**src/hdl/regfile_pkg.sv**
```systemverilog
package regfile_pkg;

    // register file geometry
    localparam int DATA_W    = 32;
    localparam int ADDR_W    = 5;
    localparam int NUM_REGS  = 32;
    localparam int NUM_BYTES = DATA_W / 8;

    // one pipeline-stage write, writing when any byte enable is set
    typedef struct packed {
        logic [NUM_BYTES-1:0] wen;
        logic [ADDR_W-1:0]    waddr;
        logic [DATA_W-1:0]    wdata;
    } wr_port_t;

    // one operand read request
    typedef struct packed {
        logic              ren;
        logic [ADDR_W-1:0] raddr;
    } rd_req_t;

endpackage
```
**src/hdl/id_operand_unit.sv**
```systemverilog
`timescale 1ns/1ps

module id_operand_unit
    import regfile_pkg::*;
(
    input  logic              clk,
    input  logic              arst_n_i,
    input  rd_req_t           rd1_i,
    input  rd_req_t           rd2_i,
    input  wr_port_t          wb_wr_i,
    input  wr_port_t          ex_wr_i,
    input  wr_port_t          mem_wr_i,
    input  logic              ex_nofwd_i,
    input  logic              mem_nofwd_i,
    input  logic              id_is_branch_i,
    output logic [DATA_W-1:0] rdata1_o,
    output logic [DATA_W-1:0] rdata2_o,
    output logic [DATA_W-1:0] raw_data1_o,
    output logic [DATA_W-1:0] raw_data2_o,
    output logic              stall_o,
    output logic [DATA_W-1:0] ex_data_to_id_o,
    output logic              ex_res_as1_o,
    output logic              ex_res_as2_o
);

    logic [DATA_W-1:0] arr_data1;
    logic [DATA_W-1:0] arr_data2;
    logic              ex_hit1;
    logic              ex_hit2;
    logic              mem_hit1;
    logic              mem_hit2;

    gpr_array i_gpr_array (
        .clk         (clk),
        .arst_n_i    (arst_n_i),
        .wb_wr_i     (wb_wr_i),
        .raddr1_i    (rd1_i.raddr),
        .raddr2_i    (rd2_i.raddr),
        .arr_data1_o (arr_data1),
        .arr_data2_o (arr_data2)
    );

    // one bypass mux per read port
    operand_bypass i_bypass1 (
        .rd_i          (rd1_i),
        .arr_data_i    (arr_data1),
        .wb_wr_i       (wb_wr_i),
        .mem_wr_i      (mem_wr_i),
        .ex_wr_i       (ex_wr_i),
        .operand_o     (rdata1_o),
        .raw_operand_o (raw_data1_o),
        .ex_hit_o      (ex_hit1),
        .mem_hit_o     (mem_hit1)
    );

    operand_bypass i_bypass2 (
        .rd_i          (rd2_i),
        .arr_data_i    (arr_data2),
        .wb_wr_i       (wb_wr_i),
        .mem_wr_i      (mem_wr_i),
        .ex_wr_i       (ex_wr_i),
        .operand_o     (rdata2_o),
        .raw_operand_o (raw_data2_o),
        .ex_hit_o      (ex_hit2),
        .mem_hit_o     (mem_hit2)
    );

    hazard_ctrl i_hazard_ctrl (
        .clk             (clk),
        .arst_n_i        (arst_n_i),
        .ex_hit1_i       (ex_hit1),
        .ex_hit2_i       (ex_hit2),
        .mem_hit1_i      (mem_hit1),
        .mem_hit2_i      (mem_hit2),
        .ex_nofwd_i      (ex_nofwd_i),
        .mem_nofwd_i     (mem_nofwd_i),
        .id_is_branch_i  (id_is_branch_i),
        .ex_wdata_i      (ex_wr_i.wdata),
        .stall_o         (stall_o),
        .ex_res_as1_o    (ex_res_as1_o),
        .ex_res_as2_o    (ex_res_as2_o),
        .ex_data_to_id_o (ex_data_to_id_o)
    );

endmodule

```
**src/hdl/hazard_ctrl.sv**
```systemverilog
`timescale 1ns/1ps

module hazard_ctrl
    import regfile_pkg::*;
(
    input  logic              clk,
    input  logic              arst_n_i,
    input  logic              ex_hit1_i,
    input  logic              ex_hit2_i,
    input  logic              mem_hit1_i,
    input  logic              mem_hit2_i,
    input  logic              ex_nofwd_i,
    input  logic              mem_nofwd_i,
    input  logic              id_is_branch_i,
    input  logic [DATA_W-1:0] ex_wdata_i,
    output logic              stall_o,
    output logic              ex_res_as1_o,
    output logic              ex_res_as2_o,
    output logic [DATA_W-1:0] ex_data_to_id_o
);

    logic ex_hit;
    logic mem_hit;
    logic load_use_stall;
    logic mem_wait_stall;
    logic branch_stall;

    assign ex_hit  = ex_hit1_i || ex_hit2_i;
    assign mem_hit = mem_hit1_i || mem_hit2_i;

    // result not ready in ex or mem yet
    assign load_use_stall = ex_hit && ex_nofwd_i;
    assign mem_wait_stall = mem_hit && mem_nofwd_i;

    // branch compares resolve in ID, so an ex result costs one cycle
    assign branch_stall = ex_hit && id_is_branch_i;

    assign stall_o = load_use_stall || mem_wait_stall || branch_stall;

    // ex result and per-operand select handed to the branch next cycle
    always_ff @(posedge clk or negedge arst_n_i) begin
        if (!arst_n_i) begin
            ex_res_as1_o    <= 1'b0;
            ex_res_as2_o    <= 1'b0;
            ex_data_to_id_o <= '0;
        end else begin
            ex_res_as1_o    <= ex_hit1_i && id_is_branch_i;
            ex_res_as2_o    <= ex_hit2_i && id_is_branch_i;
            ex_data_to_id_o <= ex_wdata_i;
        end
    end

    // a bypass flag always follows a branch stall cycle
    property p_as_after_stall;
        @(posedge clk) disable iff (!arst_n_i)
            (ex_res_as1_o || ex_res_as2_o) |-> $past(stall_o);
    endproperty

    a_as_after_stall: assert property (p_as_after_stall)
        else $error("hazard_ctrl: branch bypass flag without prior stall");

endmodule

```
**src/hdl/operand_bypass.sv**
```systemverilog
`timescale 1ns/1ps

module operand_bypass
    import regfile_pkg::*;
(
    input  rd_req_t           rd_i,
    input  logic [DATA_W-1:0] arr_data_i,
    input  wr_port_t          wb_wr_i,
    input  wr_port_t          mem_wr_i,
    input  wr_port_t          ex_wr_i,
    output logic [DATA_W-1:0] operand_o,
    output logic [DATA_W-1:0] raw_operand_o,
    output logic              ex_hit_o,
    output logic              mem_hit_o
);

    logic              ex_match;
    logic              mem_match;
    logic              wb_match;
    logic              rd_valid;
    logic              addr_zero;
    logic [DATA_W-1:0] wb_merged;

    // a stage matches when it writes any lane of the requested register
    assign ex_match  = (|ex_wr_i.wen)  && (ex_wr_i.waddr  == rd_i.raddr);
    assign mem_match = (|mem_wr_i.wen) && (mem_wr_i.waddr == rd_i.raddr);
    assign wb_match  = wb_wr_i.waddr == rd_i.raddr;

    assign addr_zero = rd_i.raddr == '0;
    assign rd_valid  = rd_i.ren && !addr_zero;

    // writeback lanes overlay the stored word
    always_comb begin
        wb_merged = arr_data_i;
        for (int b = 0; b < NUM_BYTES; b++) begin
            if (wb_match && wb_wr_i.wen[b]) begin
                wb_merged[8*b +: 8] = wb_wr_i.wdata[8*b +: 8];
            end
        end
    end

    // mem over writeback without the ex path
    assign raw_operand_o = mem_match ? mem_wr_i.wdata : wb_merged;

    assign operand_o = addr_zero ? '0             :
                       ex_match  ? ex_wr_i.wdata  :
                       raw_operand_o;

    // hits only count for real register reads
    assign ex_hit_o  = rd_valid && ex_match;
    assign mem_hit_o = rd_valid && mem_match;

endmodule

```
**src/hdl/gpr_array.sv**
```systemverilog
`timescale 1ns/1ps

module gpr_array
    import regfile_pkg::*;
(
    input  logic              clk,
    input  logic              arst_n_i,
    input  wr_port_t          wb_wr_i,
    input  logic [ADDR_W-1:0] raddr1_i,
    input  logic [ADDR_W-1:0] raddr2_i,
    output logic [DATA_W-1:0] arr_data1_o,
    output logic [DATA_W-1:0] arr_data2_o
);

    logic [DATA_W-1:0] regs [NUM_REGS];

    // byte lanes written independently from writeback
    always_ff @(posedge clk or negedge arst_n_i) begin
        if (!arst_n_i) begin
            for (int r = 0; r < NUM_REGS; r++) begin
                regs[r] <= '0;
            end
        end else begin
            for (int b = 0; b < NUM_BYTES; b++) begin
                if (wb_wr_i.wen[b]) begin
                    regs[wb_wr_i.waddr][8*b +: 8] <= wb_wr_i.wdata[8*b +: 8];
                end
            end
        end
    end

    // raw asynchronous reads, register 0 masked downstream
    assign arr_data1_o = regs[raddr1_i];
    assign arr_data2_o = regs[raddr2_i];

    // a known address is needed before any lane is committed
    property p_waddr_known;
        @(posedge clk) disable iff (!arst_n_i)
            (|wb_wr_i.wen) |-> !$isunknown(wb_wr_i.waddr);
    endproperty

    a_waddr_known: assert property (p_waddr_known)
        else $error("gpr_array: write with unknown address %h", wb_wr_i.waddr);

endmodule

```
**config.mk**
```make
export PLATFORM = sky130hd
export DESIGN_NAME = id_operand_unit
export DESIGN_NICKNAME = d
export VERILOG_FILES = /design/src/hdl/regfile_pkg.sv /design/src/hdl/id_operand_unit.sv /design/src/hdl/hazard_ctrl.sv /design/src/hdl/operand_bypass.sv /design/src/hdl/gpr_array.sv
export SDC_FILE = /design/constraint.sdc
export NUM_CORES = 2
export LEC_CHECK = 0
export BUFFER_PORTS_ARGS = -buffer_cell sky130_fd_sc_hd__buf_2
export CAP_MARGIN = 15
export CORE_MARGIN = 10
export CORE_UTILIZATION = 55
export DETAILED_ROUTE_END_ITERATION = 8
export PLACE_DENSITY = 0.73
export SYNTH_ARGS = -nofsm -noshare
export SYNTH_HDL_FRONTEND = slang
export SYNTH_SLANG_ARGS = --single-unit
```
**constraint.sdc**
```tcl
create_clock -name clk -period 4.2 [get_ports clk]
set_input_delay 0.42 -clock clk [delete_from_list [all_inputs] [get_ports clk]]
set_output_delay 0.42 -clock clk [all_outputs]
set_load 0.1 [all_outputs]
```
# == Yosys cells after proc, flatten, opt, wreduce, memory -nomap -nowiden ==
# Index checks and enable logic that the tools add are counted.
# op_classes
magnitude_cmp,4
eq_ne,6
n_mux,36
bitwise,3
n_reduce_logical,34
# ops
operator,count
$bwmux W1024,4
$mux W1024,4
$demux W32 S5,4
$mux W32,11
$bmux W32 S5,2
$mux W8,9
$eq A5 B5 Y1,6
$logic_and A1 B1 Y1,24
$mux W24,1
$ge A6 B6 Y1 const B,3
$not A5 Y6,3
$mux W16,1
$logic_not A5 Y1,2
$reduce_or A4 Y1,2
$lt A6 B1 Y1 const B,1
$logic_or A1 B1 Y1,4
$logic_not A1 Y1,2
# word_totals
regBits,1058
in_bits,140
out_inout_bits,163
wordCells,118

# == Longest topological paths before layout ==
# logic_depth
ltp_word,13
depth_mapped,11

# == Cells and area by module ==
# A second synthesis with hierarchy kept.
# unflattened
hier_cells,5209
area_unflattened_um2,60849.6
# by_module_without_submodules
mod,n_inst,cells_each,area_each_um2,seq_area_each_um2
gpr_array,1,4652,55768.5,25624.6
operand_bypass,2,259,2100.8,0.0
hazard_ctrl,1,39,879.6,850.8

# == Least setup slack after synthesis ==
# No wires, ideal clock.
# synth_path
path_kind,input-to-output
from,input rd2_i[2] in the netlist's numbering
to,output rdata2_o[6]
arrival_ps,4285
t_required_ps,3780
slack_ps,-505
path_stages,9
path_buffers,3
path_cell_list,buf_2 > xor2_1 > or4_4 > nor2_1 > buf_2 > buf_2 > a21oi_1 > o22ai_1 > a22o_1
# synth_via
elab_chain_cells,8
elab_cells_between_ends,15
classes_between,eq/ne (3); mux (7); bitwise (1); reduce/logical (4)
# synth_rtl
element,line,source
"start, declared",id_operand_unit.sv:9,"input rd_req_t rd2_i,"
$not A5 Y6 (not written as such),gpr_array.sv:34,assign arr_data2_o = regs[raddr2_i];
$bmux W32 S5,gpr_array.sv:34,
$mux W32 (not written as such) (2 in series),gpr_array.sv:34,
$mux W8,operand_bypass.sv:36,if (wb_match && wb_wr_i.wen[b]) begin
$mux W32 (*),operand_bypass.sv:43,assign raw_operand_o = mem_match ? mem_wr_i.wdata : wb_merged;
named net raw_data2_o[6],id_operand_unit.sv:19,"output logic [DATA_W-1:0] raw_data2_o,"
$mux W32 (*),operand_bypass.sv:46,ex_match ? ex_wr_i.wdata :
$mux W32 (*),operand_bypass.sv:45,assign operand_o = addr_zero ? '0 :
"end, declared",id_operand_unit.sv:17,"output logic [DATA_W-1:0] rdata2_o,"
# The timed path passes the listed nets; every way through them passes the cells marked *. The select of a mux whose other input is x is not followed.

# == Worst setup path in the final report ==
# layout_path
from,input rd2_i[0] in the netlist's numbering
to,output rdata2_o[12]
# layout_via
elab_chain_cells,8
elab_cells_between_ends,15
classes_between,eq/ne (3); mux (7); bitwise (1); reduce/logical (4)
# layout_rtl
element,line
$not A5 Y6 (not written as such),gpr_array.sv:34
$bmux W32 S5,gpr_array.sv:34
$mux W32 (not written as such) (2 in series),gpr_array.sv:34
$mux W8,operand_bypass.sv:36
$mux W32,operand_bypass.sv:43
$mux W32,operand_bypass.sv:46
$mux W32 (*),operand_bypass.sv:45
# Mark *: on every way between the ends. The rest lies on a longest branch, timed or not. The select of a mux whose other input is x is not followed.

==> impl_metrics.yaml <==
power_and_ir_drop:
  worst_ir_drop_vdd_v: 0.000346
  p_leak_nw: 30.2
  power_density_nw_per_um2: 483
cts:
  cts_buffer_depth: 3
  cts-buffers-inserted: 111
  clk_latency_ns: 0.69
  path_clk_slew_ns: 0.06
  hold_buffers: 35
  cts_resized: 0
  cts.sinks: 1058
  cts_root_buf: "clkbuf_16"
  cts_setup_buffers: 0
  cts_tree: "built"
  htree_num_levels: 3
detailed_routing:
  ant_nets: 0
  viasPerCell: 7.08
  routedWlPerCell_um: 33.3
  drt_wl_total_um: 203000
  drt_iter0_markers: 5392
  vias: 43100
  drcViolationCount: 0
  drtPass1Iterations: 7
floorplan:
  core_area_um2: 104000
  dieWidth_um: 344
  dieArea_um2: 118000
  rows: 118
  start_util_pct: 55.6
  chipHeight_um: 344
  ios: 303
sta:
  rsz0062_at_grt: "no"
  fin_ws_ns: 0.377
  slew_viol_final: 0
  fin_crit_sh_pct: 91.0
  final_hold_viol_count: 0
  whs_ns: 0.124
  fin_skew_ns: 0
  slew_headroom_pct: 23.4
  max_freq_ghz: 0.262
  setup_viol: 0
  worst_pin_slew_ns: 1.15
  period_needed_ns: 3.82
min_path:
  hold_class: "in -> reg"
synth:
  ys_ff_latch: 1058
  synth_fp_nets: 4511
  synth-edff-count: 0
  syn_inst: 4371
  synth_cell_types: 61
  synth_ff_type: "dfrtp_1"
  yosysSeqAreaShare_pct: 45.8
  ys_warn_count: 0
  mappedNetlistArea_um2: 57800
  synth_area_per_cell_um2: 13.2
  ys_async_sr_fraction_pct: 100
global_route:
  grt_pass1_vias: 43600
  overflow: 0
  grt_usage_pct: 33.6
  antenna_found_initial: 9
  grt_max_degree: 117
  grt_first_pass_wirelength_um: 294000
job:
  cap_violations: 0
layout:
  final_common_cell: "dfrtp_1"
  instances_no_fill: 6087
  layout.nets: 4759
  seq_area_um2: 26500
  multi_input_area_um2: 29900
  final_cell_mix: "dfrtp_1 (1058), mux2_2 (1024), mux2i_1 (520)"
  drive_above_1_share_pct: 41.9
  synthToLayoutAreaGrowth_pct: 16.4
  fillers: 7706
outcome:
  outcome: "complete, no violations"
place:
  place_inst: 5851
  place.gp.congestion: 0.943
  place_ws_ns: 0.442
  hpwl_um: 131000
  port_buffers: 302
worst_setup_path:
  critPathCaptureType: "output pin"
  crit_fanout: 62
  required_ns: 3.78
  startpoint_type: "primary input"
  worst_ep_arrival_time_ns: 3.40
  crit_type: "in -> out"
-- worst max-delay path: stages --
cell       delay, ns
buf_8           0.24
buf_12          0.39
nor4b_1         0.75
a22oi_1         0.19
nand4_1         0.33
a2111oi_0       0.12
a211oi_1        0.46
o21ai_1         0.11
buf_2           0.31
-- stage by stage --
stage                     setup TNS (ns)  total power, mW  util (%)  instance area (um^2)
after global routing                   0             33.6      64.7                 67200
after detailed placement               0             22.3      60.8                 63200
after floorplan                   -0.582             19.4         -                 57800
after CTS                              0             32.4      64.7                 67200
final                                  0             32.5      64.7                 67200
after global placement                 0             22.0      60.8                 63200
-- layer usage --
layer	track usage, %	share of wire [%]
met1	43.8	38
met5	0.980	0.089
met2	50.0	44
met4	17.5	5.8
met3	10.7	12
-- synthesized netlist by cell type (9+ instances only) --
library cell	number	share of area (%)
inv_1	10	0.065
nor3_1	54	0.47
mux2_2	1024	20
a221o_1	15	0.26
nand3_1	66	0.57
buf_1	17	0.11
and3_1	16	0.17
o211ai_1	12	0.16
mux4_2	252	9.8
clkbuf_1	197	1.3
o21ai_0	9	0.078
dfrtp_1	1058	46
a22o_1	44	0.67
xor2_1	20	0.30
xnor2_1	10	0.15
o2bb2ai_1	10	0.15
a22oi_1	258	3.4
buf_2	126	1.1
buf_4	22	0.29
o22ai_1	123	1.3
nand4_1	60	0.65
o21bai_1	11	0.14
nor2_1	99	0.64
a21oi_1	28	0.24
nor3b_1	11	0.14
mux2i_1	520	9.0
nand2_1	172	1.1
and4_1	28	0.42
-- cell families after synthesis --
group / Yosys count / share of synthesized area (%)
XOR/XNOR: 30 / 0.455
flip-flops: 1058 / 45.8
buffers and inverters: 375 / 2.89
AO/OA/AOI/OAI: 543 / 6.86
multiplexers: 1796 / 38.8
AND/OR/NAND/NOR: 569 / 5.16
-- power by group --
| part | internal (mW) | switching (mW) | total [mW] |
|---|---|---|---|
| registers | 12.1 | 1.43 | 13.6 |
| clock network | 5.97 | 4.18 | 10.1 |
| logic | 4.09 | 4.67 | 8.76 |
-- registers in the layout (all words and copies together), names as in the netlist --
| name | cells |
|---|---|
| i_gpr_array.regs | 1024 |
| i_hazard_ctrl.ex_data_to_id_o | 32 |
| i_hazard_ctrl.ex_res_as1_o | 1 |
| i_hazard_ctrl.ex_res_as2_o | 1 |
-- final cells by class --
class                   instances  share of cell area, %
clock inverters                28                  0.596
multi-input cells            2938                   44.5
inverters                      10                 0.0558
diodes                         10                 0.0372
flip-flops and latches       1058                   39.4
clock buffers                 163                   4.89
well taps                    1380                   2.57
repair buffers                500                   8.00
-- worst paths after layout --
kind | startpoint | to | slack (ns) | cells after the start
worst max-delay path | rd2_i[0] | rdata2_o[12] | 0.38 | 9
min in group asynchronous | arst_n_i | i_gpr_array.regs[168] | 0.38 | 2
worst min-delay path | rd2_i[5] | i_hazard_ctrl.ex_res_as2_o | 0.12 | 4
max in group asynchronous | arst_n_i | i_gpr_array.regs[153] | 2.59 | 3
worst max register to register | i_gpr_array.regs[205] | i_gpr_array.regs[205] | 3.38 | 1
worst min register to register | i_gpr_array.regs[57] | i_gpr_array.regs[57] | 0.52 | 1
(Power assumes the default switching activity.)
